## src/hdl/cpuIsaPkg.sv

```systemverilog
`default_nettype none

package cpuIsaPkg;

    // Machine word, shared by data and instructions
    typedef logic [31:0] wordT;

    // Register file index
    typedef logic [4:0] regIdxT;

    localparam int NUM_REGS = 32;

    // All-ones word stops the machine
    localparam wordT HALT_WORD = 32'hffff_ffff;

    // Instruction field positions
    localparam int OP_MSB    = 31;
    localparam int OP_LSB    = 26;
    localparam int RS_MSB    = 25;
    localparam int RS_LSB    = 21;
    localparam int RT_MSB    = 20;
    localparam int RT_LSB    = 16;
    localparam int RD_MSB    = 15;
    localparam int RD_LSB    = 11;
    localparam int SHAMT_MSB = 10;
    localparam int SHAMT_LSB = 6;
    localparam int FUNCT_MSB = 5;
    localparam int FUNCT_LSB = 0;
    localparam int IMM_MSB   = 15;
    localparam int IMM_LSB   = 0;

    // Major opcodes, MIPS encoding
    typedef enum logic [5:0] {
        opRType = 6'h00,
        opBeq   = 6'h04,
        opBne   = 6'h05,
        opAddi  = 6'h08,
        opLw    = 6'h23,
        opSw    = 6'h2b,
        opHalt  = 6'h3f
    } opcodeE;

    // R-type function codes
    typedef enum logic [5:0] {
        fnSll = 6'h00,
        fnAdd = 6'h20,
        fnSub = 6'h22,
        fnAnd = 6'h24,
        fnOr  = 6'h25,
        fnSlt = 6'h2a
    } functE;

endpackage

`default_nettype wire

```

## src/hdl/cpuPipePkg.sv

```systemverilog
`default_nettype none

package cpuPipePkg;

    // Run controller states
    typedef enum logic [1:0] {
        stIdle,
        stRun,
        stDrain,
        stHalted
    } runStateE;

    // ALU functions; aluEq and aluNe give 1 or 0 for branches
    typedef enum logic [2:0] {
        aluAdd,
        aluSub,
        aluAnd,
        aluOr,
        aluSlt,
        aluSll,
        aluEq,
        aluNe
    } aluOpE;

    // Operand source for the ALU inputs
    typedef enum logic [1:0] {
        fwdReg,
        fwdExMem,
        fwdMemWb
    } fwdSelE;

endpackage

`default_nettype wire

```

## src/hdl/hazardUnit.sv

```systemverilog
`default_nettype none

module hazardUnit import cpuIsaPkg::*; import cpuPipePkg::*; (
    input  wire regIdxT idRs,
    input  wire regIdxT idRt,
    input  wire regIdxT exRs,
    input  wire regIdxT exRt,
    input  wire logic   exMemRead,
    input  wire regIdxT exDest,
    input  wire regIdxT memDest,
    input  wire logic   memRegWrite,
    input  wire regIdxT wbDest,
    input  wire logic   wbRegWrite,
    output fwdSelE      fwdA,
    output fwdSelE      fwdB,
    output logic        stall
);

    // Source for one operand; the younger result wins
    function automatic fwdSelE pickSource(
        regIdxT src,
        regIdxT exMemDest,
        logic   exMemWr,
        regIdxT memWbDest,
        logic   memWbWr
    );
        pickSource = fwdReg;
        // r0 reads as zero, nothing to forward
        if (src != '0) begin
            if (exMemWr && exMemDest == src) begin
                pickSource = fwdExMem;
            end else if (memWbWr && memWbDest == src) begin
                pickSource = fwdMemWb;
            end
        end
    endfunction

    assign fwdA = pickSource(exRs, memDest, memRegWrite, wbDest, wbRegWrite);
    assign fwdB = pickSource(exRt, memDest, memRegWrite, wbDest, wbRegWrite);

    // Load in execute feeding decode costs one bubble
    assign stall = exMemRead && (exDest != '0) && (exDest == idRs || exDest == idRt);

endmodule

`default_nettype wire

```

## config.mk

```make
export PLATFORM = sky130hd
export DESIGN_NAME = hazardUnit
export DESIGN_NICKNAME = d
export VERILOG_FILES = /design/src/hdl/cpuIsaPkg.sv /design/src/hdl/cpuPipePkg.sv /design/src/hdl/hazardUnit.sv
export SDC_FILE = /design/constraint.sdc
export NUM_CORES = 1
export LEC_CHECK = 0
export BUFFER_PORTS_ARGS = -buffer_cell sky130_fd_sc_hd__buf_2
export CAP_MARGIN = 20
export CORE_AREA = 2 2 39 41
export DETAILED_ROUTE_END_ITERATION = 8
export DIE_AREA = 0 0 41 43
export PLACE_DENSITY = 0.75
export SYNTH_ARGS = -nofsm -noshare
export SYNTH_HDL_FRONTEND = slang
export SYNTH_SLANG_ARGS = --single-unit
```

## constraint.sdc

```tcl
create_clock -name vclk -period 2.55
set_input_delay 0.51 -clock vclk [all_inputs]
set_output_delay 0.51 -clock vclk [all_outputs]
set_load 0.05 [all_outputs]
```

==> out/metrics.yaml <==
die:
  std_cell_rows: 14
  die_x_um: 41
  dieArea_um2: 1760
  core_um2: 1380
  boundaryPins: 43
  start_util_pct: 30.7
  fp.dieH_um: 43
grt:
  grt_max_degree: 4
  grt_use_met2_pct: 25.9
  gr-usage-all-layers_pct: 15.0
  antenna_found_initial: 0
  grt_pass1_vias: 483
  grt_pass1_wl_mm: 1.97
  grt_overflow: 0
  use_met1_pct: 21.2
  gr-usage-met3_pct: 0
  busiest_layer: "met2"
synth:
  ys_warn_count: 0
  syn-cell-area_um2: 425
  seq_area_frac_synth_pct: 0
  yosysTopAreaCell: "xnor2_1"
  synth_cells: 53
  yosys-top-cells-count: "xnor2_1 (16), xor2_1 (14), nand3_1 (4)"
  yosys-top-cells-area: "xnor2_1 (33%), xor2_1 (29%), nor4b_2 (7.1%)"
  syn-num-nets: 91
  yosys.cell_types.count: 14
  synth_area_per_cell_um2: 8.03
  synthMostInstantiatedCell: "xnor2_1"
  synth_top_area_share_pct: 32.9
final_layout:
  seq_cell_count: 0
  fillers: 138
  finish.utilization_pct: 47.7
  drive_gt1_share_pct: 51.0
  antennaDiodeCount: 0
  seqCellArea_um2: 0
  clkbuf_count: 0
  syn_to_final_growth_pct: 55.3
  nNetsFinal: 136
timing:
  grt_setup_unrepaired: "no"
  drv_slew: 0
  setup_viol: 0
  period_needed_ns: 2.17
  tightest_slew_ns: 0.325
  post-route-period-util_pct: 84.9
  tns_ns: 0
  slew_headroom_pct: 78.1
  fmax_mhz: 462
  hold_viol: 0
drt:
  dr_total_vias: 514
  wl_per_cell_um: 10.2
  vias_per_cell: 4.59
  drt-total-wl_mm: 1.14
  drtIter0Drc: 3
  drc: 0
  ant_nets: 0
  drt_pass1_iterations: 4
critical_path:
  cpMostUsedCell: "buf_2"
  cp.arrival_ns: 1.66
  max_stage_delay_ns: 0.35
  worstPathCellList: "buf_2 -> xor2_1 -> nor4_1 -> nand3_1 -> nor4b_2 -> buf_2"
  crit_type: "in -> out"
  worst_path_dominant_cell_family: "simple AND/OR/NAND/NOR gates"
  cp.required_ns: 2.04
  start_kind: "input port"
  endpoint_kind: "output pin"
  crit_fanout: 3
  cp_slowest_cell: "nor4_1"
  worst-path-buf-inv: 2
clock_tree:
  postCtsSetupBuffers: 0
  holdBufCountCts: 0
  ctsResizeCount: 0
placed_design:
  gp_congestion: 0.808
  dp_hpwl_mm: 1.13
  portBuffers: 43
power_and_ir_drop:
  leakage_uw: 0.000307
  powerDensity_nw_per_um2: 156
  peakVddDrop_mv: 0.0642
flow_run:
  cap_violations: 0
worst_hold_path:
  hold_class: "in -> out"
run_status:
  status: "finished, final reports clean"
-- cells by family (layout without fill, tap and decap cells) --
kind of cell | after synthesis | in the layout | synth area share (%)
xor+xnor | 30 | 30 | 61.8
simple gates | 21 | 21 | 35.9
compound gates | 2 | 2 | 2.35
buf+inv | 0 | 43 | 0
-- area by class of cell --
class / instances / area [um^2] / area share [%]
Multi-Input combinational cell: 53 / 425 / 64.4
Tap cell: 16 / 20.0 / 3.03
Timing Repair Buffer: 43 / 215 / 32.6
-- power by group --
group	total [uW]	internal (uW)	switching, uW	leakage (uW)
registers	0	0	0	0
clock network	0	0	0	0
logic	103	53.2	50.1	0.000307
-- final timing paths --
kind	from	end	slack (ns)	cells past startpoint
worst max-delay path	exRs[1]	fwdA[1]	0.38	6
worst min-delay path	exMemRead	stall	1.42	4
-- through the flow --
stage	setup slack [ns]	power (uW)	instances	hold slack (ns)	instance area [um^2]
2_1_floorplan	0.344	52.4	53	1.20	425
3_3_place_gp	0.398	103	112	1.42	661
3_5_place_dp	0.395	104	112	1.43	661
4_1_cts	0.387	105	112	1.43	661
5_1_grt	0.311	115	112	1.45	661
6_report	0.384	103	112	1.42	661
-- cell usage in the layout, fill, tap and decap left out --
cell,instances
xor2_1,14
nor4_1,2
or4_1,1
xnor2_1,16
o21ai_1,1
or4_4,2
nor2_4,2
nand3_1,4
a21oi_1,1
nand4_1,2
nor4b_2,2
nor3_1,2
nand2_1,2
buf_2,43
nor2_1,2
-- metal layers --
layer	vias to the layer above	part of all wire, %
met5	-	0
met4	0	0
met3	0	3.8
met2	12	54
met1	229	42
li1	273	-
Note: power is estimated with default switching activity, not from simulation.
