## src/hdl/cpuIsaPkg.sv

```systemverilog
`default_nettype none

package cpuIsaPkg;

    // Machine word, shared by data and instructions
    typedef logic [31:0] wordT;

    // Register file index
    typedef logic [4:0] regIdxT;

    localparam int NUM_REGS = 32;

    // All-ones word stops the machine
    localparam wordT HALT_WORD = 32'hffff_ffff;

    // Instruction field positions
    localparam int OP_MSB    = 31;
    localparam int OP_LSB    = 26;
    localparam int RS_MSB    = 25;
    localparam int RS_LSB    = 21;
    localparam int RT_MSB    = 20;
    localparam int RT_LSB    = 16;
    localparam int RD_MSB    = 15;
    localparam int RD_LSB    = 11;
    localparam int SHAMT_MSB = 10;
    localparam int SHAMT_LSB = 6;
    localparam int FUNCT_MSB = 5;
    localparam int FUNCT_LSB = 0;
    localparam int IMM_MSB   = 15;
    localparam int IMM_LSB   = 0;

    // Major opcodes, MIPS encoding
    typedef enum logic [5:0] {
        opRType = 6'h00,
        opBeq   = 6'h04,
        opBne   = 6'h05,
        opAddi  = 6'h08,
        opLw    = 6'h23,
        opSw    = 6'h2b,
        opHalt  = 6'h3f
    } opcodeE;

    // R-type function codes
    typedef enum logic [5:0] {
        fnSll = 6'h00,
        fnAdd = 6'h20,
        fnSub = 6'h22,
        fnAnd = 6'h24,
        fnOr  = 6'h25,
        fnSlt = 6'h2a
    } functE;

endpackage

`default_nettype wire

```

## src/hdl/fetchStage.sv

```systemverilog
`default_nettype none

module fetchStage import cpuIsaPkg::*; #(
    parameter int IMEM_DEPTH = 64
) (
    input  wire logic                          idex,
    input  wire logic                          rstN,
    input  wire logic                          fetchEn,
    input  wire logic                          pcClear,
    input  wire logic                          stall,
    input  wire logic                          branchTaken,
    input  wire wordT                          branchTarget,
    input  wire logic                          progWe,
    input  wire logic                          progEn,
    input  wire logic [$clog2(IMEM_DEPTH)-1:0] progAddr,
    input  wire wordT                          progData,
    output wordT                               ifInstr,
    output wordT                               ifPcNext,
    output logic                               ifValid
);

    localparam int IMEM_AW = $clog2(IMEM_DEPTH);

    wordT imem [IMEM_DEPTH];
    wordT pc;
    wordT pcInc;
    logic advance;

    // Word addressing, so next pc is plain +1
    assign pcInc   = pc + 32'd1;
    assign advance = fetchEn && !stall && !branchTaken && !pcClear;

    // Load port, open only while the machine is idle
    always_ff @(posedge idex) begin
        if (progWe && progEn) begin
            imem[progAddr] <= progData;
        end
    end

    // Priority is clear, redirect, stop, stall hold, then step
    always_ff @(posedge idex) begin
        if (!rstN) begin
            pc      <= '0;
            ifValid <= 1'b0;
        end else if (pcClear) begin
            pc      <= '0;
            ifValid <= 1'b0;
        end else if (branchTaken) begin
            pc      <= branchTarget;
            ifValid <= 1'b0;
        end else if (!fetchEn) begin
            // Nothing new enters decode once fetch stops
            ifValid <= 1'b0;
        end else if (!stall) begin
            pc      <= pcInc;
            ifValid <= 1'b1;
        end
    end

    always_ff @(posedge idex) begin
        if (advance) begin
            ifInstr  <= imem[pc[IMEM_AW-1:0]];
            ifPcNext <= pcInc;
        end
    end

endmodule

`default_nettype wire

```

## config.mk

```make
export PLATFORM = sky130hd
export DESIGN_NAME = fetchStage
export DESIGN_NICKNAME = d
export VERILOG_FILES = /design/src/hdl/cpuIsaPkg.sv /design/src/hdl/fetchStage.sv
export SDC_FILE = /design/constraint.sdc
export NUM_CORES = 2
export LEC_CHECK = 0
export BUFFER_PORTS_ARGS = -buffer_cell sky130_fd_sc_hd__buf_4
export CORE_MARGIN = 5
export CORE_UTILIZATION = 35
export DETAILED_ROUTE_END_ITERATION = 8
export PLACE_DENSITY = 0.56
export SLEW_MARGIN = 20
export SYNTH_ARGS = -nofsm -noshare
export SYNTH_HDL_FRONTEND = slang
export SYNTH_SLANG_ARGS = --single-unit
export TNS_END_PERCENT = 20
```

## constraint.sdc

```tcl
create_clock -name idex -period 7.9 [get_ports idex]
set_input_delay 0.79 -clock idex [delete_from_list [all_inputs] [get_ports idex]]
set_output_delay 0.79 -clock idex [all_outputs]
set_load 0.01 [all_outputs]
```

==> results.txt <==
- The flow ran to the end, and the final reports show no timing, DRC or antenna violations.
* Share of total power consumed by net switching: 21.4%
- Top-count cell post-synth: sky130_fd_sc_hd__edfxtp_1
- Global routing finished with a remaining overflow of 0.
- In the final design database the tool counted 4466 nets.
* Floorplan Core Area: 235000 um2
- At the later pin of the worst-skew pair, clock insertion delay measures 0.85 ns.
- Layout cell share with drive strength beyond 1: 19.0%
* Clock sink total: 2145
- The share of the Yosys chip area taken by registers is 77.6%.
- Most numerous cell types in the synthesized netlist: 2112 x sky130_fd_sc_hd__edfxtp_1, 611 x sky130_fd_sc_hd__mux2i_1, 320 x sky130_fd_sc_hd__a22oi_1
- Across the run, the number of max-cap violations was 0.
- Floorplan die height: 496 um
* Count of routing violations after the opening detailed-route iteration: 4380
- In this run the deepest clock path goes through 3 buffers.
- Of the post-synthesis cell area, the dominant cell type holds 76.8%.
* Power Total: 23000 uW
* Critical path launch point type: flop
- Clock power share: 41.5%
* Worst Tran Pin Value: 1.07 ns
* Class of the tightest hold or removal check: input port to flop
- Critical Path Stages: 7
- The internal power of the cells totals 18100 uW.
- The worst register-to-register path has a depth of 7.
* Critical path buffer and inverter count: 2
* Count of different cell masters after synthesis: 57
* Worst EP arrival: 4.36 ns
* Setup TNS: 0 ns
- Final-report max-slew violation count: 0
* Peak fanout along the critical path: 86
* Post-synthesis net count: 4236
- Width of the die: 496 um
* Via count of the first global-routing pass: 41100
* CP max-delay cell: sky130_fd_sc_hd__dfxtp_4
- Via count: 41300
* Instance count along the most critical hold path: 3
- Among cell families on the critical path, the largest total delay comes from buffers and inverters.
- In this run, the combinational gates consume 3.8% of the power.
- Worst-case vdd ir drop: 0.238 mV
- For this run, asynchronously set or reset flops after synthesis account for 0%.
* Root Buffer: sky130_fd_sc_hd__clkbuf_16
- Once the clock tree was built, the resizer swapped 0 gates to a different size.
- In this run the cell area of the synthesized design comes to 82600 um2.
* Power density normalized to cell area: 243 nW/um2
- Chain of cells forming the critical path: buf_12 -> nor2b_4 -> buf_4 -> a22oi_1 -> a22oi_1 -> and4_1 -> a221oi_1
- Startpoint-to-endpoint class of the critical path: flop to flop
- In this run the mean area of a mapped cell was 19.9 um2.
- The H-tree was split into 4 levels.
* Proportion of power drawn by flip-flops and latches: 54.7%
* Number of routed nets with antenna violations: 0
- For this design, the CTS-stage hold fixing added 0 buffers.
- Period utilization: 48.4%
- CP peak stage delay: 0.76 ns
- For this run, the number of standard cells in the final layout without fillers is 7715.
- Seq cells post-synth: 2145
- Largest net degree at the start of global routing: 118
- The number of hold-slack violations in the final timing report came to 0.
- The smallest clock period supported by the final layout is computed as 3.83 ns.
- Number of enable-type register cells in the synthesized netlist: 2112
- The final layout contains routed wiring with a total length of 224000 um.
- Port Buffers: 142
- TritonCTS clock tree: yes
- Number of iterations in the first detailed-routing pass: 5
* Number of buffers added for setup after CTS: 0
- Gr usage total: 17.8%
- The first global-routing pass estimated 314000 um of wire.
* Power spent charging and discharging nets: 4920 uW
- Clock tree skew after final layout: 0.0414 ns
- Detailed placement finished with a half-perimeter wire length of 121000 um.
- Total clock buffers created by CTS: 212
* Synth Warn #: 0
- Once the floorplan was initialized, standard cells occupied 35.2% of the core.
- Peak clock frequency supported by timing: 0.261 GHz
- From synthesis to final layout, the design area changed by 14.5%.
- Required time of the critical path: 8.43 ns
* Kind of end point of the critical path: flop
* DRC violation count after routing: 0
- The floorplan step defined a die boundary enclosing 246000 um2.
* Biggest area consumer among synthesized cells: sky130_fd_sc_hd__edfxtp_1
- Drt wl/cell: 29.0 um
* RSZ-0062 raised after global routing: false
- Headroom to the max-slew limit came out at 28.6%.
- Most used flip-flop cell after synthesis: sky130_fd_sc_hd__edfxtp_1
- The number of placed instances, taps included, is 7323.
* IO Count: 143
* Number of antenna violations at the first check in global routing: 14
- Summed over all cells, the static leakage comes to 0.0280 uW.
* FP Rows: 178
- After clock tree synthesis, the clock-pin slew on the worst setup and hold paths is 0.06 ns.
- Routability-driven placement finished with a final weighted congestion of 0.795.
- Setup violations remaining at the end of the flow were counted as 0.
- Cells after Synth: 4157
- Library cell appearing most often on the critical path: sky130_fd_sc_hd__a22oi_1
- After synthesis, the cell types taking the most area are sky130_fd_sc_hd__edfxtp_1 77%, sky130_fd_sc_hd__mux2i_1 7.4%, sky130_fd_sc_hd__mux4_2 6.1%, sky130_fd_sc_hd__a22oi_1 2.9%, sky130_fd_sc_hd__dfxtp_1 0.80%.
* Vias per cell: 5.36
==> sequential cells by signal, summed over array words and instances, names as in the netlist <==
name      flops
pc           32
ifPcNext     32
ifValid       1
ifInstr      32
imem       2048
==> final timing paths <==
| check | startpoint | endpoint | slack [ns] |
|---|---|---|---|
| max reg2reg | pc[0] | ifInstr[31] | 4.07 |
| min | branchTarget[4] | pc[4] | 0.18 |
| max | pc[0] | ifInstr[31] | 4.07 |
| min reg2reg | pc[31] | pc[31] | 0.52 |
==> worst min-delay path: cells and delay by family <==
kind / cells / cell delay [ns]
buffers and inverters: 1 / 0.08
AO/OA/AOI/OAI: 1 / 0.05
AND/OR/NAND/NOR: 1 / 0.07
==> cell families (layout without fill, tap and decap cells) <==
family                   count (synthesis)  in the layout  share of synthesized area [%]
AND/OR/NAND/NOR                        390            390                           2.69
flip-flops                            2145           2145                           77.6
multiplexers                           835            835                           13.5
buffers and inverters                  251            655                           1.42
adder cells (fa/ha/maj)                  1              1                         0.0151
AO/OA/AOI/OAI                          482            482                           4.22
other                                    0              4                              0
XOR/XNOR                                53             53                          0.562
==> per-layer routing <==
layer	wire length, um	part of all wire, %	up-vias	track usage (%)
met3	14500	6.5	276	3.08
met4	5340	2.4	0	4.57
li1	-	-	17600	-
met5	0	0	-	0
met1	93800	42	22000	24.3
met2	110000	49	1446	29.9
==> layout make-up <==
class                           count  area (um2)
Fill cell                       20800      140000
Clock inverter                    112         880
Clock buffer                      276        5600
Timing Repair Buffer              261        2060
Inverter                            6        22.5
Multi-Input combinational cell   1761       18000
Antenna cell                        4        10.0
Tap cell                         3150        3940
Sequential cell                  2145       64100
==> cells in the final DEF (no fill, tap or decap), drive strengths merged, types with 4 or more instances in the layout <==
master,synthesis,routed
nor3,13,13
nor4,9,9
nand4,45,45
mux4,224,224
edfxtp,2112,2112
and4,34,34
o21ai,30,30
a31oi,6,6
a22oi,320,320
a221oi,32,32
a21oi,56,56
nand2,65,65
inv,5,14
nor2,97,97
nor4b,4,4
dfxtp,33,33
clkinv,1,93
mux2i,611,611
clkbuf,126,276
xnor2,26,26
diode,0,4
xor2,27,27
or3,7,7
nor2b,7,7
bufinv,0,9
nand3,51,51
a22o,32,32
buf,119,261
and3,37,37
==> per-stage QoR <==
| step | hold slack (ns) | instance area, um2 | utilization, % | worst slack (ns) |
|---|---|---|---|---|
| global placement | 0.500 | 88100 | 37.5 | 4.09 |
| floorplan | 0.481 | 82600 | - | 1.77 |
| finish | 0.183 | 94600 | 40.3 | 4.07 |
| detailed placement | 0.509 | 88100 | 37.5 | 4.05 |
| global route | 0.165 | 94600 | 40.3 | 3.92 |
| CTS | 0.110 | 94600 | 40.3 | 4.02 |
==> power by group through the flow <==
| stage | clock (uW) | sequential (uW) | combinational (uW) |
|---|---|---|---|
| floorplan | 0 | 12800 | 397 |
| global placement | 0 | 12800 | 874 |
| detailed placement | 0 | 12800 | 888 |
| CTS | 9720 | 12600 | 890 |
| global route | 10200 | 12600 | 923 |
| finish | 9550 | 12600 | 876 |
(Power assumes the default switching activity.)
