## src/hdl/cpuIsaPkg.sv

```systemverilog
`default_nettype none

package cpuIsaPkg;

    // Machine word, shared by data and instructions
    typedef logic [31:0] wordT;

    // Register file index
    typedef logic [4:0] regIdxT;

    localparam int NUM_REGS = 32;

    // All-ones word stops the machine
    localparam wordT HALT_WORD = 32'hffff_ffff;

    // Instruction field positions
    localparam int OP_MSB    = 31;
    localparam int OP_LSB    = 26;
    localparam int RS_MSB    = 25;
    localparam int RS_LSB    = 21;
    localparam int RT_MSB    = 20;
    localparam int RT_LSB    = 16;
    localparam int RD_MSB    = 15;
    localparam int RD_LSB    = 11;
    localparam int SHAMT_MSB = 10;
    localparam int SHAMT_LSB = 6;
    localparam int FUNCT_MSB = 5;
    localparam int FUNCT_LSB = 0;
    localparam int IMM_MSB   = 15;
    localparam int IMM_LSB   = 0;

    // Major opcodes, MIPS encoding
    typedef enum logic [5:0] {
        opRType = 6'h00,
        opBeq   = 6'h04,
        opBne   = 6'h05,
        opAddi  = 6'h08,
        opLw    = 6'h23,
        opSw    = 6'h2b,
        opHalt  = 6'h3f
    } opcodeE;

    // R-type function codes
    typedef enum logic [5:0] {
        fnSll = 6'h00,
        fnAdd = 6'h20,
        fnSub = 6'h22,
        fnAnd = 6'h24,
        fnOr  = 6'h25,
        fnSlt = 6'h2a
    } functE;

endpackage

`default_nettype wire

```

## src/hdl/cpuPipePkg.sv

```systemverilog
`default_nettype none

package cpuPipePkg;

    // Run controller states
    typedef enum logic [1:0] {
        stIdle,
        stRun,
        stDrain,
        stHalted
    } runStateE;

    // ALU functions; aluEq and aluNe give 1 or 0 for branches
    typedef enum logic [2:0] {
        aluAdd,
        aluSub,
        aluAnd,
        aluOr,
        aluSlt,
        aluSll,
        aluEq,
        aluNe
    } aluOpE;

    // Operand source for the ALU inputs
    typedef enum logic [1:0] {
        fwdReg,
        fwdExMem,
        fwdMemWb
    } fwdSelE;

endpackage

`default_nettype wire

```

## src/hdl/executeStage.sv

```systemverilog
`default_nettype none

module executeStage import cpuIsaPkg::*; import cpuPipePkg::*; (
    input  wire logic       idex,
    input  wire logic       rstN,
    input  wire fwdSelE     fwdA,
    input  wire fwdSelE     fwdB,
    input  wire regIdxT     exDest,
    input  wire logic       exRegWrite,
    input  wire logic       exMemRead,
    input  wire logic       exMemWrite,
    input  wire logic       exBranchOp,
    input  wire aluOpE      exAluOp,
    input  wire logic       exUseImm,
    input  wire logic [4:0] exShamt,
    input  wire wordT       exImm,
    input  wire wordT       exPcNext,
    input  wire wordT       exValA,
    input  wire wordT       exValB,
    input  wire wordT       wbData,
    output logic            branchTaken,
    output wordT            branchTarget,
    output wordT            memAlu,
    output wordT            memStoreVal,
    output regIdxT          memDest,
    output logic            memRegWrite,
    output logic            memMemRead,
    output logic            memMemWrite
);

    wordT opA;
    wordT opB;
    wordT aluB;
    wordT aluRes;

    // Forwarding mux shared by both operands
    function automatic wordT pickOperand(
        fwdSelE sel,
        wordT   regVal,
        wordT   exMemVal,
        wordT   memWbVal
    );
        case (sel)
            fwdExMem: pickOperand = exMemVal;
            fwdMemWb: pickOperand = memWbVal;
            default:  pickOperand = regVal;
        endcase
    endfunction

    assign opA  = pickOperand(fwdA, exValA, memAlu, wbData);
    assign opB  = pickOperand(fwdB, exValB, memAlu, wbData);
    // Immediate replaces rt for addi, lw and sw
    assign aluB = exUseImm ? exImm : opB;

    always_comb begin
        case (exAluOp)
            aluAdd:  aluRes = opA + aluB;
            aluSub:  aluRes = opA - aluB;
            aluAnd:  aluRes = opA & aluB;
            aluOr:   aluRes = opA | aluB;
            aluSlt:  aluRes = {31'b0, $signed(opA) < $signed(aluB)};
            // sll shifts rt, rs unused
            aluSll:  aluRes = aluB << exShamt;
            aluEq:   aluRes = {31'b0, opA == aluB};
            aluNe:   aluRes = {31'b0, opA != aluB};
            default: aluRes = '0;
        endcase
    end

    // Compare result bit decides the branch
    assign branchTaken  = exBranchOp && aluRes[0];
    // Relative to the instruction after the branch
    assign branchTarget = exPcNext + exImm;

    // Execute/memory controls
    always_ff @(posedge idex) begin
        if (!rstN) begin
            memRegWrite <= 1'b0;
            memMemRead  <= 1'b0;
            memMemWrite <= 1'b0;
            memDest     <= '0;
        end else begin
            memRegWrite <= exRegWrite;
            memMemRead  <= exMemRead;
            memMemWrite <= exMemWrite;
            memDest     <= exDest;
        end
    end

    // Store data carries the forwarded rt
    always_ff @(posedge idex) begin
        memAlu      <= aluRes;
        memStoreVal <= opB;
    end

endmodule

`default_nettype wire

```

## config.mk

```make
export PLATFORM = sky130hd
export DESIGN_NAME = executeStage
export DESIGN_NICKNAME = d
export VERILOG_FILES = /design/src/hdl/cpuIsaPkg.sv /design/src/hdl/cpuPipePkg.sv /design/src/hdl/executeStage.sv
export SDC_FILE = /design/constraint.sdc
export NUM_CORES = 1
export LEC_CHECK = 0
export BUFFER_PORTS_ARGS = -buffer_cell sky130_fd_sc_hd__clkbuf_2
export CORE_MARGIN = 3
export CORE_UTILIZATION = 61
export CTS_BUF_LIST = sky130_fd_sc_hd__clkbuf_4
export DETAILED_ROUTE_END_ITERATION = 6
export PLACE_DENSITY = 0.9
export SYNTH_ARGS = -nofsm -noshare
export SYNTH_HDL_FRONTEND = slang
export SYNTH_SLANG_ARGS = --single-unit
```

## constraint.sdc

```tcl
create_clock -name idex -period 13.15 [get_ports idex]
set_clock_uncertainty 0.2 [all_clocks]
set_input_delay 0.6575 -clock idex [delete_from_list [all_inputs] [get_ports idex]]
set_output_delay 0.6575 -clock idex [all_outputs]
set_load 0.01 [all_outputs]
```

==> out/results.md <==
| Quantity | This run |
| --- | --- |
| Run status | complete, no violations |
| Layout area overhead | 13.3% |
| Layout cell share with drive strength beyond 1 | 21.0% |
| Initial detailed-routing violation count | 1925 |
| Cell Count Post-Placement | 2076 |
| Wire length per cell | 23.0 um |
| Root cell of the clock tree | clkbuf_4 |
| Final setup fails | 0 |
| Slowest library cell on the worst path | ha_1 |
| Cell Chain, Critical Path | clkbuf_2 -> inv_1 -> ha_1 -> a221oi_2 -> o31ai_1 -> ha_1 -> inv_1 -> fa_1 -> nor2b_1 -> o21a_1 -> o31a_1 -> o41ai_1 -> nor2_1 -> nor3_1 -> o41ai_1 -> a211oi_1 -> o21ai_1 -> a211oi_1 -> clkbuf_2 |
| Post-synthesis sequential element count | 72 |
| Most frequent cells in the layout | clkbuf_2, inv_1, nand2_1, nor2_1, ha_1 |
| Overall power of the completed layout | 1.33 mW |
| Pin count of the biggest net entering global routing | 88 |
| Slew Limit Fails | 0 |
| Worst Tran Pin Value | 1.15 ns |
| Multi-input combinational cell area | 0.00945 mm2 |
| Worst path required time | 12.29 ns |
| Unique masters post-synth | 82 |
| Critical register-to-register path startpoint | memAlu[0] |
| Utilization after layout | 71.3% |
| Sequential cell area | 0.00144 mm2 |
| Post-synth EDFFs | 0 |
| Gate count of the mapped netlist | 1618 |
| Placer congestion estimate | 1.03 |
| Count of cells resized by post-cts repair | 0 |
| CTS H-Tree Depth | 3 |
| Setup slack after layout | 5.94 ns |
| Routed via count divided by cell count | 6.76 |
| Worst-path clk slew | 0.14 ns |
| Rel. slew slack | 23.5% |
| Max Fanout on Critical Path | 32 |
| Final hold violation count | 0 |
| Max Clk Rate | 139 MHz |
| Initial core utilization | 62.9% |
| PwrDens | 99.1 mW/mm2 |
| Total number of clock tree sinks | 72 |
| Commonest non-fill, non-tap cell in the layout | clkbuf_2 |
| Data arrival at the endpoint of the critical path | 6.35 ns |
| Clock latency on the worst-skew pair | 0.50 ns |
| Async SR Flop Fraction | 0% |
| Average footprint of a synthesized cell | 7.34 um2 |
| Most common flop cell mapped by yosys | dfxtp_1 |
| Horiz. Die Dim | 146 um |
| FILL cells | 1606 |
| Peak per-stage delay on the critical path | 1.04 ns |
| DRC Markers | 0 |
| Initial antenna violation count | 2 |
| Syn_nets | 1936 |
| Total number of vias | 14200 |
| Tcrit/Tclk final | 54.8% |
| Critical path startpoint category | input pin |
| Worst slack after detailed placement | 6.10 ns |
| Post-Synthesis Cell Area | 0.0119 mm2 |
| Total core area | 0.0189 mm2 |
| Launch instance of the worst min-delay path | exDest[4] |
| Estimated wirelength of the detail-placed design | 38.8 mm |
| First drt pass iteration count | 7 |
| Count of buffers from port buffering | 288 |
| Final net count | 2145 |
| Seq/Total Area, Yosys | 12.1% |
| CP endpoint kind | primary output |
| Hold bufs inserted after CTS | 0 |
| TritonCTS clock tree | yes |
| Tot GR Track Use | 42.8% |
| Worst min-delay path class | in -> reg |
| Minimum clock period after layout | 7.21 ns |
| Ports | 289 |
| Aggregate negative setup slack | 0 ns |
| RSZ-0062 raised after global routing | no |
| Total number of placement rows | 50 |
| Vias in the first global route | 13200 |
| Non-filler instance count after layout | 2093 |
| Total CTS buffers | 9 |
| Peak supply drop | 54.9 uV |
| GR Overflow Total | 0 |
| Static leakage power | 6.47 nW |
| Routed Antenna Nets | 0 |
| Routed wire length | 48.1 mm |
| Start-to-end type of the worst setup path | in -> out |
| Max Root-Sink Buffers | 2 |
| Launching instance or port of the critical path | fwdB[0] |
| Wire length of the first global-routing pass | 72.3 mm |
| Height of the die | 146 um |
| Setup bufs post-CTS | 0 |
| Count of warnings emitted by yosys | 0 |
| DIE AREA | 0.0212 mm2 |
| Maximum capacitance violations | 0 |
==> registers in the layout, indices dropped and copies added (netlist names) <==
name         count
memDest          5
memAlu          32
memStoreVal     32
memMemWrite      1
memRegWrite      1
memMemRead       1
==> logic make-up after synthesis <==
group                      share of synthesized area (%)
buffers and inverters                               8.41
AOI/OAI and AO/OA                                   33.1
and+or+nand+nor                                     16.9
xor gates and xnor gates                            3.39
muxes                                               11.7
DFF                                                 12.1
adders and majority gates                           14.3
==> area by class of cell <==
type | count | share of cell area (%)
antenna | 1 | 0.0186
timing repair buffer | 303 | 11.5
clock inverter | 7 | 0.706
inverter | 141 | 3.93
clock buffer | 9 | 0.502
tap | 260 | 2.42
sequential | 72 | 10.7
multi-input combinational | 1300 | 70.2
==> per-stage QoR <==
stage	hold slack (ns)	instance area (um2)
after floorplan	0.376	11900
after detailed placement	0.414	13300
after global routing	0.165	13500
final	0.168	13500
after global placement	0.436	13300
after CTS	0.143	13500
==> critical path, delay by kind of cell <==
| family | cells | cell delay (ns) |
|---|---|---|
| compound gates | 9 | 2.78 |
| fa+ha+maj | 3 | 1.78 |
| simple gates | 3 | 0.73 |
| buf+inv | 4 | 0.40 |
==> synthesized netlist by cell type, drive strengths merged, types with 14 or more instances <==
| library cell | number | area [um2] |
|---|---|---|
| o21ai | 141 | 709 |
| inv | 139 | 522 |
| nand2 | 133 | 499 |
| nor2 | 133 | 499 |
| ha | 131 | 1640 |
| a21oi | 106 | 534 |
| mux2i | 78 | 781 |
| dfxtp | 72 | 1440 |
| clkbuf | 64 | 240 |
| buf | 41 | 229 |
| a22oi | 40 | 300 |
| xnor2 | 35 | 307 |
| nor2b | 33 | 206 |
| a21o | 30 | 225 |
| nand2b | 30 | 188 |
| nor3 | 29 | 150 |
| a221oi | 27 | 243 |
| a211oi | 25 | 188 |
| a22o | 19 | 166 |
| o21a | 19 | 143 |
| mux2 | 18 | 203 |
| mux4 | 18 | 405 |
| o22ai | 17 | 106 |
| a221o | 16 | 160 |
| and2 | 15 | 93.8 |
| nand3 | 14 | 70.1 |
| o211ai | 14 | 105 |
| o21bai | 14 | 105 |
| o221ai | 14 | 135 |
==> final timing paths <==
check	end	slack, ns	cells after the start
worst max-delay path	branchTaken	5.94	19
worst min-delay path	memDest[4]	0.17	2
worst max register to register	memAlu[28]	8.12	15
worst min register to register	memStoreVal[5]	0.49	2
==> power by group <==
group / switching (mW) / internal [mW] / total (mW)
Clock: 0.102 / 0.0773 / 0.180
Sequential: 0.0378 / 0.256 / 0.293
Combinational: 0.530 / 0.331 / 0.861
Total: 0.670 / 0.664 / 1.33
==> routing by layer <==
metal / GRT usage, % / routed length [um] / up-vias
li1: - / - / 6333
met1: 50.7 / 17100 / 6437
met2: 69.0 / 21300 / 1144
met3: 8.63 / 5630 / 242
met4: 30.9 / 4070 / 2
met5: 0 / 20 / -
Power figures use the tool's default switching activity.
