<file path="src/hdl/cpuIsaPkg.sv">
`default_nettype none

package cpuIsaPkg;

    // Machine word, shared by data and instructions
    typedef logic [31:0] wordT;

    // Register file index
    typedef logic [4:0] regIdxT;

    localparam int NUM_REGS = 32;

    // All-ones word stops the machine
    localparam wordT HALT_WORD = 32'hffff_ffff;

    // Instruction field positions
    localparam int OP_MSB    = 31;
    localparam int OP_LSB    = 26;
    localparam int RS_MSB    = 25;
    localparam int RS_LSB    = 21;
    localparam int RT_MSB    = 20;
    localparam int RT_LSB    = 16;
    localparam int RD_MSB    = 15;
    localparam int RD_LSB    = 11;
    localparam int SHAMT_MSB = 10;
    localparam int SHAMT_LSB = 6;
    localparam int FUNCT_MSB = 5;
    localparam int FUNCT_LSB = 0;
    localparam int IMM_MSB   = 15;
    localparam int IMM_LSB   = 0;

    // Major opcodes, MIPS encoding
    typedef enum logic [5:0] {
        opRType = 6'h00,
        opBeq   = 6'h04,
        opBne   = 6'h05,
        opAddi  = 6'h08,
        opLw    = 6'h23,
        opSw    = 6'h2b,
        opHalt  = 6'h3f
    } opcodeE;

    // R-type function codes
    typedef enum logic [5:0] {
        fnSll = 6'h00,
        fnAdd = 6'h20,
        fnSub = 6'h22,
        fnAnd = 6'h24,
        fnOr  = 6'h25,
        fnSlt = 6'h2a
    } functE;

endpackage

`default_nettype wire

</file>
<file path="src/hdl/memoryStage.sv">
`default_nettype none

module memoryStage import cpuIsaPkg::*; #(
    parameter int DMEM_DEPTH = 64
) (
    input  wire logic   idex,
    input  wire logic   rstN,
    input  wire wordT   memAlu,
    input  wire wordT   memStoreVal,
    input  wire regIdxT memDest,
    input  wire logic   memRegWrite,
    input  wire logic   memMemRead,
    input  wire logic   memMemWrite,
    output logic        wbValid,
    output regIdxT      wbReg,
    output regIdxT      wbDest,
    output logic        wbRegWrite,
    output wordT        wbData
);

    localparam int DMEM_AW = $clog2(DMEM_DEPTH);

    wordT               dmem [DMEM_DEPTH];
    logic [DMEM_AW-1:0] addr;

    // Word addressed, upper address bits ignored
    assign addr = memAlu[DMEM_AW-1:0];

    always_ff @(posedge idex) begin
        if (memMemWrite) begin
            dmem[addr] <= memStoreVal;
        end
    end

    // Write-back controls
    always_ff @(posedge idex) begin
        if (!rstN) begin
            wbRegWrite <= 1'b0;
            wbValid    <= 1'b0;
            wbDest     <= '0;
        end else begin
            wbRegWrite <= memRegWrite;
            // r0 writes retire silently
            wbValid    <= memRegWrite && (memDest != '0);
            wbDest     <= memDest;
        end
    end

    // Load data or ALU result
    always_ff @(posedge idex) begin
        wbData <= memMemRead ? dmem[addr] : memAlu;
    end

    assign wbReg = wbDest;

endmodule

`default_nettype wire

</file>
<file path="config.mk">
export PLATFORM = sky130hd
export DESIGN_NAME = memoryStage
export DESIGN_NICKNAME = d
export VERILOG_FILES = /design/src/hdl/cpuIsaPkg.sv /design/src/hdl/memoryStage.sv
export SDC_FILE = /design/constraint.sdc
export NUM_CORES = 2
export LEC_CHECK = 0
export ABC_AREA = 1
export ABC_CLOCK_PERIOD_IN_PS = 6300
export BUFFER_PORTS_ARGS = -buffer_cell sky130_fd_sc_hd__clkbuf_2
export CORE_UTILIZATION = 26
export CTS_BUF_LIST = sky130_fd_sc_hd__clkbuf_4
export CTS_CLUSTER_DIAMETER = 150
export DETAILED_ROUTE_END_ITERATION = 16
export PLACE_DENSITY = 0.41
export SYNTH_ARGS = -nofsm -noshare
export SYNTH_HDL_FRONTEND = slang
export SYNTH_SLANG_ARGS = --single-unit
</file>
<file path="constraint.sdc">
create_clock -name idex -period 6.3 [get_ports idex]
set_clock_uncertainty 0.15 [all_clocks]
set_input_delay 0 -clock idex [delete_from_list [all_inputs] [get_ports idex]]
set_output_delay 0 -clock idex [all_outputs]
set_load 0.05 [all_outputs]
</file>
==> results.toml <==
[synth]
synth_fp_nets = 8649
post_synth_instance_area_mm2 = 0.0872
library_cell_with_the_largest_summed_area_after_synthesis = "sky130_fd_sc_hd__edfxtp_1"
synth-main-ff-cell = "sky130_fd_sc_hd__edfxtp_1"
synth.yosys.warnings = 0
synthDistinctLibCells = 25
register_bit_total_from_synthesis = 2087
synth_area_per_cell_um2 = 10.2
synth_cells = 8575
synth_top_area_share_pct = 70.5
most_frequent_cell_after_synthesis = "sky130_fd_sc_hd__nand2_1"
synth_seq_area_share_pct = 71.4
post_synth_main_area_contributors = "sky130_fd_sc_hd__edfxtp_1 (71%), sky130_fd_sc_hd__nand2_1 (25%), sky130_fd_sc_hd__buf_2 (1.1%), sky130_fd_sc_hd__dfxtp_1 (0.90%), sky130_fd_sc_hd__clkbuf_1 (0.78%)"
synth_async_sr_flop_share_pct = 0
synth_edf_count = 2048
synth_common_cells = "sky130_fd_sc_hd__nand2_1 (5700), sky130_fd_sc_hd__edfxtp_1 (2048), sky130_fd_sc_hd__buf_2 (198)"

[cts]
cts.clk_slew.worst_paths_ns = 0.06
cts_hold_buf = 281
clk-insertion-delay-late_ns = 1.61
cts_repair_resize_count = 0
cts_max_path_buffers = 4
cts_buffers = 602
cts.sink_count = 2087
cts-htree-levels = 6
clock-root-buffer = "sky130_fd_sc_hd__clkbuf_4"
cts_tree = "done"
cts.repair_timing.setup_buffer_count = 0

[global_routing]
first_global_vias = 62636
grt_first_pass_wirelength_um = 442000
grt_antenna_before_repair = 31
largest_net_degree_at_the_start_of_global_routing = 164
grtUsageTotal_pct = 17.8
global_route.overflow_total = 0

[critical_path]
critical_path.max_stage_delay_ns = 0.97
reg2regPathDepth = 14
worst_path_dominant_cell_family = "buffers and inverters"
rr_startpoint = "dmem[54][18]$_DFFE_PP_"
regToRegEndpoint = "wbData[18]$_DFF_P_"
reg2reg_slack_ns = 2.56
worstPathCellList = "dlygate4sd3_1 > buf_8 > dlygate4sd3_1 > buf_12 > buf_4 > nand2_1 > nand2_1 > nand2_1 > nand2_1 > nand2_1 > nand2_1 > nand2_1 > nand2_1 > nor2_1 > nand3_1 > nand2_1 > dlygate4sd3_1 > inv_1 > dlygate4sd3_1"
critical_path_buf_inv_count = 8
setup.worst_path.start_class = "primary input"
setup.worst_path.end_class = "flip-flop"
critical_path.slowest_cell = "sky130_fd_sc_hd__dlygate4sd3_1"
critPathKind = "in -> reg"
critical_path_peak_fanout = 132
worst_ep_arrival_time_ns = 6.10
required_time_reported_for_the_critical_path_endpoint_ns = 7.62
worst_path_most_repeated_cell = "sky130_fd_sc_hd__nand2_1"

[outcome]
run_status = "completed"

[run]
cap_viol_max_count = 0

[die]
coreArea_mm2 = 0.334
initial_core_util_pct = 26.1
die_height_um = 581
die_width_um = 581
design.portCount = 118
rows = 212
die_area_mm2 = 0.338

[hold_path]
hold_path_class = "in -> reg"
hold_path_end = "dmem[53][16]$_DFFE_PP_"
timing.hold.worst.start = "memStoreVal[16]"
hold_path_depth = 4

[final_layout]
nets = 9373
syn2layout_area_growth_pct = 19.1
drive_above_1_share_pct = 13.8
n_fill_cell = 34792
fin_util_pct = 31.1

[placement]
portBuffers = 117
dpl.hpwl_um = 164000
routability_driven_placement_congestion_ratio = 0.803

[power]
p_per_area_mw_per_mm2 = 295
power.ir.vdd_worst_mv = 0.167
total_leakage_power_nw = 43.2

[drt]
highest-signal-layer = "met5"
detail_route.drc_violations = 0
wl_met3_um = 15000
average_via_count_per_standard_cell = 4.40
finalWirelength_um = 307000
drtIter0Drc = 4596
route.antenna.remaining_nets = 0
m1WireLength_um = 136000
route.met2.wl_um = 146000
routedWlPerCell_um = 21.7
via_count = 62211
drt_first_pass_iters = 6

[sta]
hold_violations = 0
drv_slew = 0
min_period_ns = 4.79
final_setup_violation_count = 0
setup_tns_ns = 0
final_period_utilization_pct = 76.0
max_freq_ghz = 0.209
grt_setup_unrepaired = "false"
max_slew_margin_pct = 14.0
worstMarginPinSlew_ns = 1.29
-- metrics by stage --
step	instances	total power [mW]	setup slack [ns]	instance area (µm²)	hold WS, ns
6_report	14144	30.7	1.51	104000	0.130
5_1_grt	14127	32.0	1.47	104000	0.130
4_1_cts	14125	31.1	1.74	104000	0.00769
3_5_place_dp	12801	17.8	2.14	93200	0.0517
3_3_place_gp	12801	17.8	2.28	93200	0.0481
2_1_floorplan	8575	16.8	1.88	87200	-0.0565
-- worst register-to-register path: stages, from the launching register on --
cell,delay (ns)
sky130_fd_sc_hd__edfxtp_1,0.37
sky130_fd_sc_hd__nand2_1,0.07
sky130_fd_sc_hd__nand2_1,0.05
sky130_fd_sc_hd__nand2_1,0.05
sky130_fd_sc_hd__nand2_1,0.07
sky130_fd_sc_hd__nand2_1,0.07
sky130_fd_sc_hd__nand2_1,0.15
sky130_fd_sc_hd__nand2_1,0.11
sky130_fd_sc_hd__nand2_1,0.21
sky130_fd_sc_hd__nor2_1,0.81
sky130_fd_sc_hd__nand3_1,0.32
sky130_fd_sc_hd__nand2_1,0.13
sky130_fd_sc_hd__dlygate4sd3_1,0.55
sky130_fd_sc_hd__inv_1,0.04
sky130_fd_sc_hd__dlygate4sd3_1,0.54
-- layout make-up --
| class | count | area (µm²) | share of cell area [%] |
|---|---|---|---|
| Clock buffer | 897 | 6730 | 6.48 |
| Clock inverter | 146 | 950 | 0.914 |
| Timing Repair Buffer | 550 | 4900 | 4.71 |
| Antenna cell | 19 | 47.5 | 0.0458 |
| Inverter | 94 | 375 | 0.361 |
| Sequential cell | 2087 | 62300 | 59.9 |
| Multi-Input combinational cell | 5964 | 23100 | 22.3 |
| Tap cell | 4387 | 5490 | 5.28 |
-- registers in the layout, summed over array words and instances (netlist names) --
name and flops:
wbRegWrite 1, dmem 2048, wbDest 5, wbData 32, wbValid 1
-- kinds of logic (layout without fill, tap and decap cells) --
group / count (synthesis) / in the layout / share of synthesized area, %
buf+inv: 524 / 1687 / 2.69
compound gates: 30 / 30 / 0.197
other cells: 0 / 19 / 0
simple gates: 5934 / 5934 / 25.7
flops: 2087 / 2087 / 71.4
-- where the power goes --
part	internal (mW)	total, mW	switching [mW]
combinational	0.576	2.30	1.73
clock	6.91	13.0	6.06
sequential	15.4	15.4	0.0439
-- worst max-delay path by stage --
| stage | from | end | slack [ns] | cells past startpoint |
|---|---|---|---|---|
| after floorplan | memAlu[0] | dmem[41][0]$_DFFE_PP_ | 1.88 | 6 |
| after global placement | memAlu[1] | dmem[50][10]$_DFFE_PP_ | 2.28 | 6 |
| after detailed placement | memAlu[1] | dmem[26][7]$_DFFE_PP_ | 2.14 | 6 |
| after CTS | memAlu[0] | wbData[14]$_DFF_P_ | 1.74 | 19 |
| after global routing | memAlu[0] | wbData[14]$_DFF_P_ | 1.47 | 19 |
| final | memAlu[0] | wbData[14]$_DFF_P_ | 1.51 | 19 |
-- layout by cell type (no fill, tap or decap), types with 2 or more instances in the layout --
cell type / n
sky130_fd_sc_hd__diode_2: 19
sky130_fd_sc_hd__inv_1: 87
sky130_fd_sc_hd__buf_12: 28
sky130_fd_sc_hd__clkinvlp_4: 9
sky130_fd_sc_hd__o21ai_1: 4
sky130_fd_sc_hd__clkinv_2: 8
sky130_fd_sc_hd__clkinv_1: 93
sky130_fd_sc_hd__inv_2: 13
sky130_fd_sc_hd__nor2_1: 88
sky130_fd_sc_hd__dlygate4sd3_1: 268
sky130_fd_sc_hd__nor4_2: 2
sky130_fd_sc_hd__clkbuf_2: 89
sky130_fd_sc_hd__o21ai_0: 7
sky130_fd_sc_hd__buf_4: 141
sky130_fd_sc_hd__inv_6: 9
sky130_fd_sc_hd__clkbuf_4: 897
sky130_fd_sc_hd__a21oi_1: 11
sky130_fd_sc_hd__o211ai_1: 7
sky130_fd_sc_hd__buf_8: 3
sky130_fd_sc_hd__bufinv_16: 10
sky130_fd_sc_hd__dfxtp_1: 39
sky130_fd_sc_hd__edfxtp_1: 2048
sky130_fd_sc_hd__nand3_1: 43
sky130_fd_sc_hd__clkinv_4: 4
sky130_fd_sc_hd__nand2_1: 5700
sky130_fd_sc_hd__or2_2: 28
sky130_fd_sc_hd__inv_8: 7
sky130_fd_sc_hd__nor3_2: 3
sky130_fd_sc_hd__buf_2: 21
sky130_fd_sc_hd__nor2_4: 66
-- metal layers --
layer / vias up / track usage, %
li1: 29528 / -
met1: 30513 / 23.3
met2: 1662 / 30.3
met3: 498 / 2.73
met4: 10 / 5.52
met5: - / 0
No activity file was read; power rests on OpenSTA's default activity.
