File: src/hdl/cpuPipePkg.sv
`default_nettype none

package cpuPipePkg;

    // Run controller states
    typedef enum logic [1:0] {
        stIdle,
        stRun,
        stDrain,
        stHalted
    } runStateE;

    // ALU functions; aluEq and aluNe give 1 or 0 for branches
    typedef enum logic [2:0] {
        aluAdd,
        aluSub,
        aluAnd,
        aluOr,
        aluSlt,
        aluSll,
        aluEq,
        aluNe
    } aluOpE;

    // Operand source for the ALU inputs
    typedef enum logic [1:0] {
        fwdReg,
        fwdExMem,
        fwdMemWb
    } fwdSelE;

endpackage

`default_nettype wire

File: src/hdl/drainTimer.sv
`default_nettype none

module drainTimer #(
    parameter int DRAIN_CYCLES = 3
) (
    input  wire logic idex,
    input  wire logic rstN,
    input  wire logic load,
    output logic      done
);

    localparam int CNT_W = $clog2(DRAIN_CYCLES + 1);

    logic [CNT_W-1:0] count;

    always_ff @(posedge idex) begin
        if (!rstN) begin
            count <= '0;
        end else if (load) begin
            count <= CNT_W'(DRAIN_CYCLES);
        end else if (count != '0) begin
            count <= count - 1'b1;
        end
    end

    // High in the last cycle before the count hits zero
    assign done = (count == CNT_W'(1));

endmodule

`default_nettype wire

File: src/hdl/runControl.sv
`default_nettype none

module runControl import cpuPipePkg::*; #(
    parameter int DRAIN_CYCLES = 3
) (
    input  wire logic idex,
    input  wire logic rstN,
    input  wire logic start,
    input  wire logic haltSeen,
    output logic      fetchEn,
    output logic      pcClear,
    output logic      progEn,
    output logic      halted
);

    runStateE state;
    runStateE stateNext;
    logic     drainLoad;
    logic     drainDone;

    always_ff @(posedge idex) begin
        if (!rstN) begin
            state <= stIdle;
        end else begin
            state <= stateNext;
        end
    end

    always_comb begin
        stateNext = state;
        case (state)
            stIdle:   if (start) stateNext = stRun;
            stRun:    if (haltSeen) stateNext = stDrain;
            stDrain:  if (drainDone) stateNext = stHalted;
            // Only reset leaves halted
            default:  stateNext = stHalted;
        endcase
    end

    // Start also points the pc back at word 0
    assign pcClear   = (state == stIdle) && start;
    assign progEn    = (state == stIdle);
    assign halted    = (state == stHalted);
    // Timer armed on the halt itself
    assign drainLoad = (state == stRun) && haltSeen;
    // Fetch stops the same edge the halt leaves decode
    assign fetchEn   = (state == stRun) && !haltSeen;

    drainTimer #(
        .DRAIN_CYCLES(DRAIN_CYCLES)
    ) drainTimer_i (
        .idex (idex),
        .rstN (rstN),
        .load (drainLoad),
        .done (drainDone)
    );

endmodule

`default_nettype wire

File: config.mk
export PLATFORM = sky130hd
export DESIGN_NAME = runControl
export DESIGN_NICKNAME = d
export VERILOG_FILES = /design/src/hdl/cpuPipePkg.sv /design/src/hdl/drainTimer.sv /design/src/hdl/runControl.sv
export SDC_FILE = /design/constraint.sdc
export NUM_CORES = 1
export LEC_CHECK = 0
export ABC_AREA = 1
export BUFFER_PORTS_ARGS = -buffer_cell sky130_fd_sc_hd__buf_2
export CAP_MARGIN = 40
export CELL_PAD_IN_SITES_DETAIL_PLACEMENT = 0
export CELL_PAD_IN_SITES_GLOBAL_PLACEMENT = 1
export CORE_AREA = 2 2 39 41
export DETAILED_ROUTE_END_ITERATION = 6
export DIE_AREA = 0 0 41 43
export GPL_TIMING_DRIVEN = 0
export PLACE_DENSITY_LB_ADDON = 0.1
export SLEW_MARGIN = 20
export SYNTH_ARGS = -nofsm -noshare
export SYNTH_HDL_FRONTEND = slang
export SYNTH_SLANG_ARGS = --single-unit
File: constraint.sdc
create_clock -name idex -period 1.03 [get_ports idex]
set_input_delay 0.1545 -clock idex [delete_from_list [all_inputs] [get_ports idex]]
set_output_delay 0.1545 -clock idex [all_outputs]
set_load 0.01 [all_outputs]
==> results of run 1 <==
==> layout by cell type (no fill, tap or decap) <==
cell type,n
nor2_1,1
nand2_2,2
nor3_2,2
nand2_1,9
dfxtp_1,1
inv_2,3
a21oi_1,3
nand3_2,1
inv_1,6
nor2_2,1
a21oi_2,1
ha_1,2
buf_2,6
buf_6,2
clkbuf_4,3
dfxtp_4,2
dfxtp_2,1
buf_4,3
==> through the flow <==
stage / power, mW / area [um^2] / hold slack (ps) / cells / utilization
6_report: 0.698 / 375 / 160 / 65 / 0.271
5_1_grt: 0.778 / 375 / 154 / 65 / 0.271
4_1_cts: 0.698 / 358 / 156 / 64 / 0.259
3_5_place_dp: 0.467 / 289 / 404 / 58 / 0.209
3_3_place_gp: 0.461 / 289 / 407 / 58 / 0.209
2_1_floorplan: 0.406 / 234 / 277 / 35 / -
==> metal layers <==
metal	wire length (um)	share of wire
met4	0	0
met1	182	0.34
met3	39	0.073
met2	308	0.58
met5	0	0
==> worst paths after layout <==
kind | startpoint | endpoint | slack [ps] | depth (start not counted)
worst max register to register | drainTimer_i.count[0] | drainTimer_i.count[0] | 80 | 6
worst max-delay path | state[0] | halted | -30 | 4
worst min register to register | drainTimer_i.count[0] | drainTimer_i.count[0] | 540 | 3
worst min-delay path | rstN | state[0] | 160 | 3
==> area by class of cell <==
type,instances,area (um^2)
fill,162,1010
multi-input combinational,22,135
sequential,4,88.8
timing repair buffer,11,75.1
inverter,9,33.8
clock buffer,3,22.5
tap,16,20.0
==> worst max-delay path: stages, from the launching register on <==
cell	delay, ps
dfxtp_4	350
buf_6	120
nand2_2	60
inv_2	30
buf_6	100
==> what timing repair did <==
item | 4_1_cts | 5_1_grt
gates resized for setup | 9 | 4
setup buffers | 3 | 1
setup endpoints to repair | 4 | 6
pin swaps | 2 | 2
==> flip-flops by register name (all words and copies together) (netlist names) <==
| register | flops |
|---|---|
| drainTimer_i.count | 2 |
| state | 2 |
==> report_power, final <==
group / internal (mW) / total [mW] / switching, mW
registers: 0.199 / 0.229 / 0.0296
clock network: 0.130 / 0.191 / 0.0611
logic: 0.127 / 0.278 / 0.151
total: 0.456 / 0.698 / 0.242
==> kinds of logic after synthesis <==
group,count (synthesis),share of synthesized area
AND/OR/NAND/NOR,16,0.305
adder cells (fa/ha/maj),2,0.107
flip-flops,4,0.342
buffers and inverters,9,0.144
AO/OA/AOI/OAI,4,0.102
==> results.json, run 1 <==
{
  "maxCapViolations": 0,
  "leakage_nw": 0.201,
  "worst_slack_ps": -26.8,
  "max_slew_margin": 0.911,
  "final_nets": 57,
  "vias_per_cell": 3.89,
  "tightest_slew_ps": 133,
  "p_per_area_nw_per_um2": 1860,
  "ioPinCount": 8,
  "fin_setup_tns_ps": -55.7,
  "synth_area_leader_cell": "dfxtp_1",
  "yosys-top-cells-count": "nand2_1 (10), inv_1 (8), dfxtp_1 (4), a21oi_1 (3)",
  "fmax_mhz": 946,
  "wl_per_cell_um": 8.17,
  "numCtsBuffers": 3,
  "use_met2": 0.125,
  "die_w_um": 41,
  "cts_tree": "done",
  "yosysMostFrequentCell": "nand2_1",
  "clock-root-buffer": "clkbuf_4",
  "hpwl_um": 382,
  "dr.pass1.iters": 2,
  "vdd_drop_max_v": 0.000828,
  "synthesis.area_um2": 234,
  "synthesis.nets": 41,
  "end_kind": "output port",
  "area_delta_synth_final_pct": 60.4,
  "antenna_found_initial": 0,
  "port_buffers": 7,
  "yosysUniqueCellTypes": 11,
  "synth_area_per_cell_um2": 6.68,
  "async_reset_ff_frac": 0,
  "synth.area.top_cells": "dfxtp_1 (34%), nand2_1 (16%), inv_1 (13%), ha_1 (11%), a21oi_1 (6.4%)",
  "hold_violations": 0,
  "row_count": 14,
  "ys_ff_latch": 4,
  "cts_num_sinks": 4,
  "startpoint_type": "register",
  "period_needed_ps": 1060,
  "use_met3": 0.0785,
  "drtIter0Drc": 1,
  "syn_inst": 35,
  "gp_routability_congestion": 0.627,
  "die-area_um2": 1760,
  "crit_required_ps": 880,
  "ctsHoldBuffers": 0,
  "rsz0062_at_grt": "yes",
  "fin_skew_ps": 3.57,
  "synth_edf_count": 0,
  "clock_path_buffers": 2,
  "synth_ff_type": "dfxtp_1",
  "vias": 253,
  "hold_class": "in -> reg",
  "initial_core_util": 0.169,
  "violations": "setup timing",
  "die_h_um": 43,
  "grt_usage": 0.0812,
  "path_max_fanout": 4,
  "status": "finished, violations left",
  "top_usage_layer": "met2",
  "diodes": 0,
  "grt_pass1_vias": 239,
  "layout-drive-gt1-share": 0.551,
  "cts_max_level": 1,
  "ys_warn_count": 0,
  "antenna_left": 0,
  "grt-ovfl-total": 0,
  "post-place-ws_ps": 39.1,
  "fin_crit_sh": 1.03,
  "setup_viol": 4,
  "postRouteWirelength_um": 531,
  "clkTransAtPathRegs_ps": 30,
  "grt_use_met1": 0.0641,
  "drc": 0,
  "grt_pass1_wl_um": 862,
  "grt_start_max_net_pins": 7,
  "slew_viol_final": 0,
  "synth-seq-area-share": 0.342,
  "clk_latency_ps": 230,
  "cp.arrival_ps": 900,
  "synth_top_area_frac": 0.342,
  "worstSetupPathType": "reg -> out",
  "core_area_um2": 1380
}
Power figures use the tool's default switching activity.
==> run 2, diff against run 1 <==
Settings changed: ABC_AREA 1 to 0.
==> results.json, run 2 <==
{
  "ys_ff_latch": 4,
  "yosys-top-cells-count": "dfxtp_1 (4), nor2_1 (3), a21oi_1 (2), ha_1 (2), inv_1 (2)",
  "mostFrequentLayoutCell": "buf_2",
  "drtIter0Drc": 1,
  "p_per_area_nw_per_um2": 2380,
  "max_slew_margin": 0.913,
  "hold_violations": 0,
  "fin_setup_tns_ps": -49.2,
  "numCtsBuffers": 3,
  "hpwl_um": 357,
  "yosysMostFrequentCell": "dfxtp_1",
  "crit_required_ps": 880,
  "slew_viol_final": 0,
  "maxCapViolations": 0,
  "cts_num_sinks": 4,
  "grt_usage": 0.0732,
  "dr.pass1.iters": 2,
  "fin_cells": 54,
  "worstSetupPathType": "reg -> out",
  "antenna_found_initial": 0,
  "synth_area_leader_cell": "dfxtp_1",
  "ys_warn_count": 0,
  "async_reset_ff_frac": 0,
  "grt_pass1_vias": 207,
  "synth_ff_type": "dfxtp_1",
  "violations": "setup timing",
  "vias_per_cell": 3.94,
  "startpoint_type": "register",
  "reg2reg_depth": 4,
  "power.share.sequential": 0.260,
  "die-area_um2": 1760,
  "end_kind": "output port",
  "synth_edf_count": 0,
  "final_nets": 46,
  "leakage_nw": 0.180,
  "post-place-ws_ps": -71.7,
  "antenna_left": 0,
  "min_from": "rstN",
  "ctsHoldBuffers": 0,
  "ioPinCount": 8,
  "port_buffers": 7,
  "p_total_mw": 0.951,
  "hold_depth": 2,
  "synthesis.area_um2": 225,
  "fmax_mhz": 944,
  "p_clk_frac": 0.195,
  "diodes": 0,
  "clk_latency_ps": 230,
  "grt_start_max_net_pins": 7,
  "fin_skew_ps": 3.97,
  "cts_max_level": 1,
  "core_area_um2": 1380,
  "syn_inst": 24,
  "drc": 0,
  "r2r_start": "drainTimer_i.count[1]",
  "final_cell_mix": "buf_2 (5), clkbuf_4 (3), buf_6 (3), buf_4 (3)",
  "area_delta_synth_final_pct": 77.2,
  "gp_routability_congestion": 0.601,
  "vdd_drop_max_v": 0.000697,
  "swShare": 0.323,
  "die_h_um": 43,
  "grt-ovfl-total": 0,
  "worst_slack_ps": -29.7,
  "die_w_um": 41,
  "rsz0062_at_grt": "yes",
  "status": "finished, violations left",
  "min_to": "state[1]",
  "place_area_um2": 282,
  "row_count": 14,
  "clkTransAtPathRegs_ps": 30,
  "layout-drive-gt1-share": 0.737,
  "path_max_fanout": 4,
  "cp.arrival_ps": 910,
  "reg_top3": "drainTimer_i.count x2, state x2",
  "synthesis.nets": 30,
  "p_comb_frac": 0.546,
  "setup_viol": 3,
  "whs_ps": 184,
  "initial_core_util": 0.163,
  "dp_cells": 47,
  "cts_tree": "done",
  "grt_pass1_wl_um": 772,
  "clock-root-buffer": "clkbuf_4",
  "tightest_slew_ps": 130,
  "synth_top_area_frac": 0.356,
  "hold_class": "in -> reg",
  "r2r_setup_slack_ps": 0,
  "p_int_mw": 0.644,
  "clock_path_buffers": 2,
  "postRouteWirelength_um": 549,
  "synth.area.top_cells": "dfxtp_1 (36%), ha_1 (11%), mux2_4 (6.7%), a21boi_2 (5.0%), nor2_1 (5.0%)",
  "synth_area_per_cell_um2": 9.38,
  "synth-seq-area-share": 0.356,
  "p_switching_mw": 0.308,
  "yosysUniqueCellTypes": 16,
  "period_needed_ps": 1060,
  "fin_area_um2": 399,
  "timing.rr.end": "drainTimer_i.count[1]",
  "vias": 213,
  "fin_util": 0.288,
  "wl_per_cell_um": 10.2,
  "fin_crit_sh": 1.03
}
run 2: final cells by class:
type / instances / area (um^2)
sequential: 4 / 90.1
inverter: 2 / 7.51
tap: 16 / 20.0
timing repair buffer: 11 / 81.3
multi-input combinational: 18 / 178
fill: 153 / 985
clock buffer: 3 / 22.5
run 2: repair_timing:
action	CTS	global route
pin swaps	4	4
resized for setup	12	6
setup buffers	4	0
setup endpoints to repair	5	5
run 2: cells by family after synthesis:
kind of cell / count (synthesis) / share of synthesized area
AO/OA/AOI/OAI: 5 / 0.172
buffers and inverters: 2 / 0.0333
flip-flops: 4 / 0.356
AND/OR/NAND/NOR: 9 / 0.222
XOR/XNOR: 1 / 0.0389
adder cells (fa/ha/maj): 2 / 0.111
multiplexers: 1 / 0.0666
run 2: power groups by stage:
stage	combinational (mW)	clock (mW)	sequential [mW]
after CTS	0.473	0.196	0.244
after detailed placement	0.320	0	0.244
after floorplan	0.249	0	0.236
after global routing	0.577	0.213	0.254
after global placement	0.303	0	0.244
final	0.519	0.185	0.247
run 2: per-layer routing:
metal | vias to the layer above | track usage | wire length [um]
met4 | 0 | 0.0400 | 0
met3 | 0 | 0.0628 | 40
met5 | - | 0 | 0
met1 | 95 | 0.0609 | 175
li1 | 111 | - | -
met2 | 7 | 0.113 | 333
run 2: worst max-delay path by stage:
stage                          start  slack (ps)  cells past startpoint               endpoint
6_report                    state[1]         -30                      3                pcClear
5_1_grt                     state[0]         -80                      2                fetchEn
4_1_cts                     state[0]         -50                      3                pcClear
3_5_place_dp   drainTimer_i.count[1]         -70                      4  drainTimer_i.count[1]
3_3_place_gp   drainTimer_i.count[1]         -40                      4  drainTimer_i.count[1]
2_1_floorplan  drainTimer_i.count[0]         -10                      4  drainTimer_i.count[1]
run 2: worst max-delay path, cell delays in order (launching register included):
cell     delay, ps
dfxtp_4        350
nor2_4         100
and2_4         140
buf_6           90
